`src/include/ctrl_cfg.svh`:
```
`ifndef CTRL_CFG_SVH
`define CTRL_CFG_SVH

// Instruction field widths
`define OPCODE_W     6
`define FUNCT_W      6

// Control output widths
`define ALUSRCA_W    3
`define ALUSRCB_W    3
`define ALUOP_W      3
`define SHIFTCTRL_W  3
`define REGDST_W     2
`define PCSRC_W      2
`define SHIFTLOAD_W  2
`define WRITEDATA_W  4

// Register destination select
`define REGDST_RT    2'd0
`define REGDST_RD    2'd1
`define REGDST_SP    2'd3

// PC source select
`define PCSRC_ALU    2'd0
`define PCSRC_EPC    2'd1
`define PCSRC_ALUOUT 2'd2

// ALU operand A select
`define SRCA_PC      3'd0
`define SRCA_JR      3'd3
`define SRCA_A       3'd4

// ALU operand B select
`define SRCB_B       3'd0
`define SRCB_FOUR    3'd1
`define SRCB_IMM     3'd2
`define SRCB_ZERO    3'd5

// Shift amount load
`define SHLOAD_VAR   2'd1
`define SHLOAD_IMM   2'd2

// Shifter operation
`define SHIFT_LEFT   3'd2
`define SHIFT_RLOG   3'd3
`define SHIFT_RARI   3'd4

// Register file write data select
`define WD_ALUOUT    4'd0
`define WD_SLT       4'd3
`define WD_SHIFT     4'd4
`define WD_STACK     4'd8

`endif
```
`src/source/ctrlPkg.sv`:
```
`include "ctrl_cfg.svh"

package ctrlPkg;

	typedef enum logic [`OPCODE_W-1:0] {
		OpRType = 6'd0,
		OpAddi  = 6'd8
	} opcode_t;

	// Function field under OpRType
	typedef enum logic [`FUNCT_W-1:0] {
		FnSrl   = 6'd0,
		FnSll   = 6'd2,
		FnSra   = 6'd3,
		FnSllv  = 6'd4,
		FnSrav  = 6'd7,
		FnJr    = 6'd8,
		FnBreak = 6'd13,
		FnRte   = 6'd19,
		FnAdd   = 6'd32,
		FnSub   = 6'd34,
		FnAnd   = 6'd36,
		FnSlt   = 6'd42
	} funct_t;

	typedef enum logic [`ALUOP_W-1:0] {
		AluNone = 3'd0,
		AluAdd  = 3'd1,
		AluSub  = 3'd2,
		AluAnd  = 3'd3,
		AluSlt  = 3'd7
	} aluOp_t;

	typedef enum logic [3:0] {
		ClsNone, ClsAdd, ClsSub, ClsAnd, ClsSlt, ClsAddi, ClsSrl,
		ClsSra, ClsSll, ClsSllv, ClsSrav, ClsJr, ClsBreak, ClsRte
	} instrClass_t;

	// Sequencer steps, grouped by execute sequence
	typedef enum logic [5:0] {
		StInit, StInitSp, StInitIdle,
		StFetch, StFetchWait, StIrLoad, StDecodeWait, StDispatch,
		StAluExec, StAluWait, StAluWrite, StAluDone,
		StImmExec, StImmWait, StImmWrite,
		StShLoad, StShRun, StShWrite, StShHold, StShDone,
		StSltExec, StSltWrite, StSltHold, StSltDone,
		StJrCalc, StJrJump, StJrHold, StJrDone,
		StBrkCalc, StBrkJump, StBrkHold1, StBrkHold2, StBrkDone,
		StRteJump
	} ctrlStep_t;

endpackage

```
`src/source/controlUnit.sv`:
```
`timescale 1ns/1ps
`include "ctrl_cfg.svh"

module controlUnit (
	input  logic                     clk,
	input  logic                     rst,
	input  logic [`OPCODE_W-1:0]     opcode,
	input  logic [`FUNCT_W-1:0]      funct,
	output logic                     pcWrite,
	output logic [`PCSRC_W-1:0]      pcSrc,
	output logic                     irWrite,
	output logic                     regWrite,
	output logic [`REGDST_W-1:0]     regDst,
	output logic [`WRITEDATA_W-1:0]  writeDataSrc,
	output logic [`ALUSRCA_W-1:0]    aluSrcA,
	output logic [`ALUSRCB_W-1:0]    aluSrcB,
	output ctrlPkg::aluOp_t          aluOp,
	output logic                     aluOutWrite,
	output logic                     aWrite,
	output logic                     bWrite,
	output logic [`SHIFTLOAD_W-1:0]  shiftLoad,
	output logic                     shiftAmtSrc,
	output logic [`SHIFTCTRL_W-1:0]  shiftCtrl
);

	import ctrlPkg::*;

	instrClass_t instrClass;
	instrClass_t curClass;
	ctrlStep_t   step;

	instrDecoder instrDecoder_i (
		.opcode     (opcode),
		.funct      (funct),
		.instrClass (instrClass)
	);

	stepSequencer stepSequencer_i (
		.clk        (clk),
		.rst        (rst),
		.instrClass (instrClass),
		.step       (step),
		.curClass   (curClass)
	);

	// Outputs follow step and captured class only
	controlEncoder controlEncoder_i (
		.step         (step),
		.curClass     (curClass),
		.pcWrite      (pcWrite),
		.pcSrc        (pcSrc),
		.irWrite      (irWrite),
		.regWrite     (regWrite),
		.regDst       (regDst),
		.writeDataSrc (writeDataSrc),
		.aluSrcA      (aluSrcA),
		.aluSrcB      (aluSrcB),
		.aluOp        (aluOp),
		.aluOutWrite  (aluOutWrite),
		.aWrite       (aWrite),
		.bWrite       (bWrite),
		.shiftLoad    (shiftLoad),
		.shiftAmtSrc  (shiftAmtSrc),
		.shiftCtrl    (shiftCtrl)
	);

endmodule

```
`src/source/controlEncoder.sv`:
```
`timescale 1ns/1ps
`include "ctrl_cfg.svh"

module controlEncoder (
	input  ctrlPkg::ctrlStep_t       step,
	input  ctrlPkg::instrClass_t     curClass,
	output logic                     pcWrite,
	output logic [`PCSRC_W-1:0]      pcSrc,
	output logic                     irWrite,
	output logic                     regWrite,
	output logic [`REGDST_W-1:0]     regDst,
	output logic [`WRITEDATA_W-1:0]  writeDataSrc,
	output logic [`ALUSRCA_W-1:0]    aluSrcA,
	output logic [`ALUSRCB_W-1:0]    aluSrcB,
	output ctrlPkg::aluOp_t          aluOp,
	output logic                     aluOutWrite,
	output logic                     aWrite,
	output logic                     bWrite,
	output logic [`SHIFTLOAD_W-1:0]  shiftLoad,
	output logic                     shiftAmtSrc,
	output logic [`SHIFTCTRL_W-1:0]  shiftCtrl
);

	import ctrlPkg::*;

	always_comb
	begin
		// Anything a step does not name stays low
		pcWrite      = 1'b0;
		pcSrc        = '0;
		irWrite      = 1'b0;
		regWrite     = 1'b0;
		regDst       = '0;
		writeDataSrc = '0;
		aluSrcA      = '0;
		aluSrcB      = '0;
		aluOp        = AluNone;
		aluOutWrite  = 1'b0;
		aWrite       = 1'b0;
		bWrite       = 1'b0;
		shiftLoad    = '0;
		shiftAmtSrc  = 1'b0;
		shiftCtrl    = '0;

		case (step)
			StInitSp:
			begin
				regWrite     = 1'b1;
				regDst       = `REGDST_SP;
				writeDataSrc = `WD_STACK;
			end
			StFetch:
			begin
				// PC + 4
				pcWrite = 1'b1;
				aluSrcB = `SRCB_FOUR;
				aluOp   = AluAdd;
			end
			StIrLoad:
			begin
				irWrite = 1'b1;
			end
			StAluExec:
			begin
				aWrite      = 1'b1;
				bWrite      = 1'b1;
				aluOutWrite = 1'b1;
				aluSrcA     = `SRCA_A;
				aluSrcB     = `SRCB_B;
				case (curClass)
					ClsSub:  aluOp = AluSub;
					ClsAnd:  aluOp = AluAnd;
					default: aluOp = AluAdd;
				endcase
			end
			StAluWrite:
			begin
				regWrite     = 1'b1;
				regDst       = `REGDST_RD;
				writeDataSrc = `WD_ALUOUT;
				if (curClass == ClsSub)
				begin
					aluOp = AluSub;
				end
			end
			StImmExec:
			begin
				aWrite      = 1'b1;
				aluOutWrite = 1'b1;
				aluSrcA     = `SRCA_A;
				aluSrcB     = `SRCB_IMM;
				aluOp       = AluAdd;
			end
			StImmWrite:
			begin
				regWrite     = 1'b1;
				regDst       = `REGDST_RT;
				writeDataSrc = `WD_ALUOUT;
			end
			StShLoad:
			begin
				aluSrcA = `SRCA_A;
				if (curClass == ClsSllv || curClass == ClsSrav)
				begin
					shiftLoad = `SHLOAD_VAR;
				end
				else
				begin
					// Amount from the shamt field
					aWrite      = 1'b1;
					bWrite      = 1'b1;
					shiftLoad   = `SHLOAD_IMM;
					shiftAmtSrc = 1'b1;
				end
			end
			StShRun:
			begin
				case (curClass)
					ClsSrl:          shiftCtrl = `SHIFT_RLOG;
					ClsSra, ClsSrav: shiftCtrl = `SHIFT_RARI;
					ClsSll, ClsSllv: shiftCtrl = `SHIFT_LEFT;
					default:         shiftCtrl = '0;
				endcase
			end
			StShWrite, StShHold:
			begin
				regWrite     = 1'b1;
				regDst       = `REGDST_RD;
				writeDataSrc = `WD_SHIFT;
			end
			StSltExec:
			begin
				aWrite  = 1'b1;
				bWrite  = 1'b1;
				aluSrcA = `SRCA_A;
				aluSrcB = `SRCB_B;
				aluOp   = AluSlt;
			end
			StSltWrite, StSltHold:
			begin
				regWrite     = 1'b1;
				regDst       = `REGDST_RD;
				writeDataSrc = `WD_SLT;
			end
			StJrCalc:
			begin
				aluSrcA     = `SRCA_JR;
				aluSrcB     = `SRCB_ZERO;
				aluOp       = AluAdd;
				aluOutWrite = 1'b1;
			end
			StJrJump, StJrHold:
			begin
				pcWrite = 1'b1;
				pcSrc   = `PCSRC_ALUOUT;
			end
			StBrkCalc:
			begin
				// PC - 4 back onto the break
				aWrite  = 1'b1;
				bWrite  = 1'b1;
				aluSrcA = `SRCA_PC;
				aluSrcB = `SRCB_FOUR;
				aluOp   = AluSub;
			end
			StBrkJump, StBrkHold1, StBrkHold2:
			begin
				pcWrite = 1'b1;
				pcSrc   = `PCSRC_ALU;
			end
			StRteJump:
			begin
				pcWrite = 1'b1;
				pcSrc   = `PCSRC_EPC;
			end
			default: ;
		endcase
	end

endmodule

```
`src/source/stepSequencer.sv`:
```
`timescale 1ns/1ps
`include "ctrl_cfg.svh"

module stepSequencer (
	input  logic                 clk,
	input  logic                 rst,
	input  ctrlPkg::instrClass_t instrClass,
	output ctrlPkg::ctrlStep_t   step,
	output ctrlPkg::instrClass_t curClass
);

	import ctrlPkg::*;

	ctrlStep_t nextStep;

	always_ff @(posedge clk)
	begin
		if (rst)
		begin
			step     <= StInit;
			curClass <= ClsNone;
		end
		else
		begin
			step <= nextStep;
			// Class only sampled on leaving dispatch
			if (step == StDispatch)
			begin
				curClass <= instrClass;
			end
		end
	end

	always_comb
	begin
		nextStep = StFetch;
		case (step)
			StInit:       nextStep = StInitSp;
			StInitSp:     nextStep = StInitIdle;
			StInitIdle:   nextStep = StFetch;
			StFetch:      nextStep = StFetchWait;
			StFetchWait:  nextStep = StIrLoad;
			StIrLoad:     nextStep = StDecodeWait;
			StDecodeWait: nextStep = StDispatch;
			StDispatch:
			begin
				case (instrClass)
					ClsAdd, ClsSub, ClsAnd:
						nextStep = StAluExec;
					ClsAddi:
						nextStep = StImmExec;
					ClsSrl, ClsSra, ClsSll, ClsSllv, ClsSrav:
						nextStep = StShLoad;
					ClsSlt:
						nextStep = StSltExec;
					ClsJr:
						nextStep = StJrCalc;
					ClsBreak:
						nextStep = StBrkCalc;
					ClsRte:
						nextStep = StRteJump;
					// Unknown encoding goes back to fetch
					default:
						nextStep = StFetch;
				endcase
			end
			StAluExec:    nextStep = StAluWait;
			StAluWait:    nextStep = StAluWrite;
			StAluWrite:   nextStep = StAluDone;
			StImmExec:    nextStep = StImmWait;
			StImmWait:    nextStep = StImmWrite;
			StShLoad:     nextStep = StShRun;
			StShRun:      nextStep = StShWrite;
			StShWrite:    nextStep = StShHold;
			StShHold:     nextStep = StShDone;
			StSltExec:    nextStep = StSltWrite;
			StSltWrite:   nextStep = StSltHold;
			StSltHold:    nextStep = StSltDone;
			StJrCalc:     nextStep = StJrJump;
			StJrJump:     nextStep = StJrHold;
			StJrHold:     nextStep = StJrDone;
			StBrkCalc:    nextStep = StBrkJump;
			StBrkJump:    nextStep = StBrkHold1;
			StBrkHold1:   nextStep = StBrkHold2;
			StBrkHold2:   nextStep = StBrkDone;
			// Last step of every sequence
			default:      nextStep = StFetch;
		endcase
	end

endmodule

```
`src/source/instrDecoder.sv`:
```
`timescale 1ns/1ps
`include "ctrl_cfg.svh"

module instrDecoder (
	input  logic [`OPCODE_W-1:0] opcode,
	input  logic [`FUNCT_W-1:0]  funct,
	output ctrlPkg::instrClass_t instrClass
);

	import ctrlPkg::*;

	always_comb
	begin
		instrClass = ClsNone;
		case (opcode)
			OpAddi:
			begin
				instrClass = ClsAddi;
			end
			OpRType:
			begin
				// R-type class comes from the function field
				case (funct)
					FnAdd:   instrClass = ClsAdd;
					FnSub:   instrClass = ClsSub;
					FnAnd:   instrClass = ClsAnd;
					FnSlt:   instrClass = ClsSlt;
					FnSrl:   instrClass = ClsSrl;
					FnSra:   instrClass = ClsSra;
					FnSll:   instrClass = ClsSll;
					FnSllv:  instrClass = ClsSllv;
					FnSrav:  instrClass = ClsSrav;
					FnJr:    instrClass = ClsJr;
					FnBreak: instrClass = ClsBreak;
					FnRte:   instrClass = ClsRte;
					default: instrClass = ClsNone;
				endcase
			end
			default:
			begin
				instrClass = ClsNone;
			end
		endcase
	end

endmodule

```
`config.mk`:
```
export PLATFORM = sky130hd
export DESIGN_NAME = controlUnit
export DESIGN_NICKNAME = d
export VERILOG_FILES = /design/src/source/ctrlPkg.sv /design/src/source/controlUnit.sv /design/src/source/controlEncoder.sv /design/src/source/stepSequencer.sv /design/src/source/instrDecoder.sv
export VERILOG_INCLUDE_DIRS = /design/src /design/src/include
export SDC_FILE = /design/constraint.sdc
export NUM_CORES = 1
export LEC_CHECK = 0
export BUFFER_PORTS_ARGS = -buffer_cell sky130_fd_sc_hd__buf_2
export CAP_MARGIN = 25
export CORE_MARGIN = 10
export CORE_UTILIZATION = 47
export DETAILED_ROUTE_END_ITERATION = 10
export GPL_TIMING_DRIVEN = 0
export PLACE_DENSITY = 0.79
export SETUP_SLACK_MARGIN = 0.3
export SLEW_MARGIN = 20
export SYNTH_ARGS = -nofsm -noshare
export SYNTH_HDL_FRONTEND = slang
export SYNTH_HIERARCHICAL = 1
export SYNTH_SLANG_ARGS = --single-unit
```
`constraint.sdc`:
```
create_clock -name clk -period 2.3 [get_ports clk]
set_clock_uncertainty 0.05 [all_clocks]
set_input_delay 0.46 -clock clk [delete_from_list [all_inputs] [get_ports clk]]
set_output_delay 0.46 -clock clk [all_outputs]
set_load 0.01 [all_outputs]
```
# ---- Word-level counts from Yosys, hierarchy flattened
# Memory sizes are Yosys's and may differ from the RTL's.
# Cells that the tools add are included.
dict set report word_totals {
  register_bits 10
  rom_bits 96
  input_bits 14
  wordCells 90
  n_memories 1
}
# name depth word_bits rd rd_ports_with_merged_regs wr line_no
set memory_table {}
lappend memory_table {{(name not given)} 16 6 1 0 0 stepSequencer.sv:47} ;# case (instrClass)
dict set report op_classes {
  n_eq_ne 46
  mux 23
  n_reduce_logical 18
}
# op n
set op_table {}
lappend op_table {{6-bit case mux with 26 select lines} 1}
lappend op_table {{6-bit by 5-bit equality test with 1-bit output, second input constant} 14}
lappend op_table {{6-bit by 4-bit equality test with 1-bit output, second input constant} 10}
lappend op_table {{4-bit case mux with 12 select lines} 1}
lappend op_table {{6-bit by 3-bit equality test with 1-bit output, second input constant} 6}
lappend op_table {{6-bit equality test, second input constant} 5}
lappend op_table {{6-bit by 2-bit equality test with 1-bit output, second input constant} 3}
lappend op_table {{6-bit logical NOT} 3}
lappend op_table {{3-bit case mux with 3 select lines} 2}
lappend op_table {{3-bit case mux with 5 select lines} 1}
lappend op_table {{7-bit OR reduction} 2}
lappend op_table {{4-bit equality test, second input constant} 3}
lappend op_table {{2-bit case mux with 2 select lines} 3}
lappend op_table {{4-bit case mux with 3 select lines} 1}
lappend op_table {{2-bit OR reduction} 6}
lappend op_table {{3-bit OR reduction} 3}
lappend op_table {{4-bit by 2-bit equality test with 1-bit output, second input constant} 2}
lappend op_table {{4-bit by 3-bit equality test with 1-bit output, second input constant} 2}
lappend op_table {{4-bit case mux with 2 select lines} 1}
lappend op_table {{4-bit OR reduction} 2}
lappend op_table {{6-bit by 1-bit equality test with 1-bit output, second input constant} 1}
lappend op_table {{1-bit two-way mux} 6}
lappend op_table {{2-bit two-way mux} 3}
lappend op_table {{3-bit case mux with 2 select lines} 1}
lappend op_table {{4 further kinds} 5}

# ---- Longest topological paths before layout
# An unclocked memory read counts as a cell.
dict set report logic_depth {
  ltp_word 5
  depth_mapped 9
  ltp_nobuf 7
}

# ---- By module
# The synthesis kept the hierarchy.
# module instances cells_per_inst area_per_inst_um2 seq_area_each_um2
set by_module_without_submodules {}
lappend by_module_without_submodules {stepSequencer 1 82 676.9 200.2}
lappend by_module_without_submodules {controlEncoder 1 85 508.0 0.0}
lappend by_module_without_submodules {instrDecoder 1 39 270.3 0.0}

# ---- Worst setup path after synthesis
# OpenSTA, ideal clock, no wires.
dict set report synth_path {
  path_type {input to register}
  startpoint {input funct[0]}
  endpoint {register stepSequencer_i.step[0]}
  setup_ns 0.070
  t_arrival_ns 2.177
  setup_slack_ns 0.003
  stages 9
  n_path_buf 2
  path_cell_list {buf_4 -> xor2_1 -> or3_1 -> a2111oi_2 -> clkbuf_1 -> nor3b_1 -> o31ai_1 -> a21oi_1 -> a21oi_1}
}
dict set report synth_between {
  elab_chain_cells 5
}
# item line_no
set synth_lines {}
lappend synth_lines {{start, declared} controlUnit.sv:8} ;# input logic [`FUNCT_W-1:0] funct,
lappend synth_lines {{6-bit by 5-bit equality test with 1-bit output (tied with other cells)} instrDecoder.sv:23} ;# case (funct)
lappend synth_lines {{4-bit case mux with 12 select lines (*)} instrDecoder.sv:23}
lappend synth_lines {{4-bit case mux with 2 select lines (*)} instrDecoder.sv:15} ;# case (opcode)
lappend synth_lines {{net instrClass[3]} controlUnit.sv:28} ;# instrClass_t instrClass;
lappend synth_lines {{memory read 16 x 6 bit (*)} n/a}
lappend synth_lines {{6-bit case mux with 26 select lines (*)} stepSequencer.sv:37} ;# case (step)
lappend synth_lines {{end signal, assigned} stepSequencer.sv:20} ;# step <= StInit;
lappend synth_lines {{end signal, assigned} stepSequencer.sv:25} ;# step <= nextStep;
lappend synth_lines {{end, declared} stepSequencer.sv:8} ;# output ctrlPkg::ctrlStep_t step,
# Mark *: on every way through the listed nets, which the timed path passes. The rest lies on a longest branch.
# A chain may end at the register's enable or synchronous reset.

# ---- Final worst setup path
dict set report layout_path {
  startpoint {register stepSequencer_i.step[5]}
  endpoint {output aWrite}
}
dict set report layout_between {
  elab_chain_cells 3
}
# item line_no
set layout_lines {}
lappend layout_lines {{6-bit by 4-bit equality test with 1-bit output or 6-bit by 5-bit equality test with 1-bit output (tied branches)} controlEncoder.sv:45} ;# case (step)
lappend layout_lines {{4-bit OR reduction (no line)} n/a}
lappend layout_lines {{1-bit case mux with 2 select lines (*)} controlEncoder.sv:45}
lappend layout_lines {{end, declared} controlUnit.sv:19} ;# output logic aWrite,
# Mark *: on every way between the ends. The rest lies on a longest branch, timed or not.

==> metrics <==
top-count cell post-synth=nor2_1; Synth top area share=roughly 14%; Cell variety after synth=57; Post-Layout Inst Area=2140 um^2; Tot Pwr=~740 uW; hold slack final=roughly 0.4 ns; initial antenna violation count=0; dpl hpwl=2.90 mm; final WL=roughly 4.3 mm; CTS Sinks=10; R2R depth=5; WHS Path Cells=2; cts hold-fix bufs=0; CORE AREA=3000 um^2; H-tree depth=1; Overflow after GRT=0; Synth Area in Compound Gates=25.9%; outcome=completed; Avg Synthesized Cell Area=7.06 um^2; DR vias/cell=5.83; Post-DRT Antenna Nets=0; cell count after synthesis=a little over 200; Die Span Y=between 70 and 80 um; peak supply drop=between 0.1 and 0.15 mV; clock buffer count from CTS=3; hold wc startpoint=rst; relative slew slack=54.8%; synthesized net count=220; register area share after synthesis=13.8%; Post-synth EDFFs=0; Clk Latency, worst-skew pair=0.26 ns; crit-path max FO=5; P per Cell Area=345 nW/um^2; Die ar.=approximately 5700 um^2; layout cells sized above 1=47.2%; Max-Cap Viols=0; Top Ports=43; kind of critical path=reg2out; DP Worst Slack=-0.127 ns; WP data required=~1.8 ns; Synth Flop Type=dfxtp_1; largest net degree at the start of global routing=11; Yosys top cell by area=dfxtp_1; Lkg Pwr=0.884 nW; placer's final routability congestion estimate=between 0.8 and 0.9; ys async rst share=0%; clock slew at reported path FFs=0.07 ns; # setup viols final=0; Final Non-Filler Cells=slightly below 300; first-pass GRT wire length=6.69 mm; Startpoint Class=flip-flop; Worst Path Arrival=around 1.6 ns; RSZ-0062 raised after global routing=true; Simple-Gate Fraction of Synth Area=between 40% and 50%; start point of the critical path=stepSequencer_i/step[5]$_SDFF_PP0_; root buffer cell=clkbuf_4; worst slew pin tran=0.673 ns; Fin Setup TNS=0 ns; Layout area overhead=46.9%; R2R Path End=stepSequencer_i/step[3]$_SDFF_PP0_; fill count=approximately 220; drt first-iter violations=120; internal reg-to-reg setup slack=0.49 ns; Hold Fails Final Rpt=0; synth cell count leaders=nor2_1 (26), nand2_1 (15), a21oi_1 (11), dfxtp_1 (10); Vias=about 1,700; post-route setup slack=0.148 ns; CTS tree=done; n_diodes=0; Max Freq=465 MHz; clk buf depth=2; adder-cell area share of the yosys netlist=0%; Starting Density=48.5%; Yosys warnings=6; Port Buffers=39; Pre-antenna DRT Iters=4; largest family of logic cells by synthesized area=simple AND/OR/NAND/NOR gates; Tot GR Track Use=~14%; Max Slew Vio Count=0; fin util=roughly 71%; Worst Hold Class=in2reg; part of the cycle the worst path needs=around 94%; Site Rows=20; multiplexer share of the synthesized area=3.53%; # nets final=280; worst reg2reg startpoint=stepSequencer_i/step[2]$_SDFF_PP0_; Final min period=2.15 ns; Placed Area=1730 um^2; DRC=0; Synth Area in XOR/XNOR=4.21%; Post-Syn Area=1460 um^2; crit end category=output port; Worst Hold Path EP=stepSequencer_i/step[1]$_SDFF_PP0_; #FFs+latches synth=10; Area contributors post-synth=dfxtp_1 (14%), nor2_1 (6.7%), nand2_1 (3.9%), a21oi_1 (3.8%), nand2b_1 (3.4%); Die X=75.6 um; average wire per standard cell=14.6 um; vias in the first global route=around 1,700; Post-Place Cells=278
[routing by layer]
metal / vias up / part of all wire (%) / track usage [%]
met5: - / 0 / 0
li1: 866 / - / -
met3: 6 / 6.6 / 1.56
met4: 0 / 1.4 / 6.39
met1: 802 / 42 / 15.0
met2: 63 / 50 / 26.7
[cells by family after synthesis]
| logic type | count (synthesis) |
|---|---|
| flops | 10 |
| xor+xnor | 7 |
| simple gates | 102 |
| compound gates | 52 |
| buf+inv | 30 |
| mux | 5 |
[worst max-delay path, stage by stage, from the launching register on]
cell     delay [ns]
dfxtp_2        0.32
buf_6          0.12
or2_4          0.24
or3_4          0.36
nor2_4         0.13
a211o_2        0.12
buf_6          0.09
[state kept, by name, summed over array words and instances, names as in the netlist]
register,count
stepSequencer_i/step,6
stepSequencer_i/curClass,4
[timing repair]
item / CTS / global route
cloned: 1 / 0
pin swaps: 12 / 9
gates resized for setup: 33 / 30
setup endpoints to repair: 33 / 30
setup buffers: 10 / 5
[placed cells by master (no fill, tap or decap), types with 4 or more instances in the layout]
cell type  Yosys  final
a21oi_1       11     11
a31oi_1        4      4
buf_2          8     38
buf_4          4     18
buf_6          2     12
buf_8          0      4
clkbuf_4       0      6
dfxtp_1       10      6
inv_1          8      8
mux2i_1        4      4
nand2_1       15     13
nand2b_1       8      7
nand3_1        7      6
nor2_1        26     23
nor2b_1        8      5
nor3_1         8      5
o21ai_0        7      7
[how the worst max path moves through the flow]
stage	endpoint	slack, ns	depth (start not counted)
after floorplan	stepSequencer_i/step[4]$_SDFF_PP0_	0.14	8
after global placement	stepSequencer_i/step[0]$_SDFF_PP0_	-0.14	10
after detailed placement	stepSequencer_i/step[0]$_SDFF_PP0_	-0.13	10
after CTS	aWrite	0.15	6
after global routing	aWrite	0.08	6
final	aWrite	0.15	6
[where the power goes]
group          internal, mW  total (mW)  switching (mW)
registers             0.185       0.195          0.0101
clock network        0.0960       0.154          0.0585
logic                 0.175       0.389           0.214
[area by class of cell]
class	instances	area (um^2)	share of cell area, %
multi-input cells	166	1260	58.7
flip-flops and latches	10	208	9.71
plain buffers	22	208	9.71
repair buffers	55	359	16.8
inverters	8	30.0	1.40
well taps	33	41.3	1.93
clock buffers	4	36.3	1.70
(Power assumes the default switching activity.)
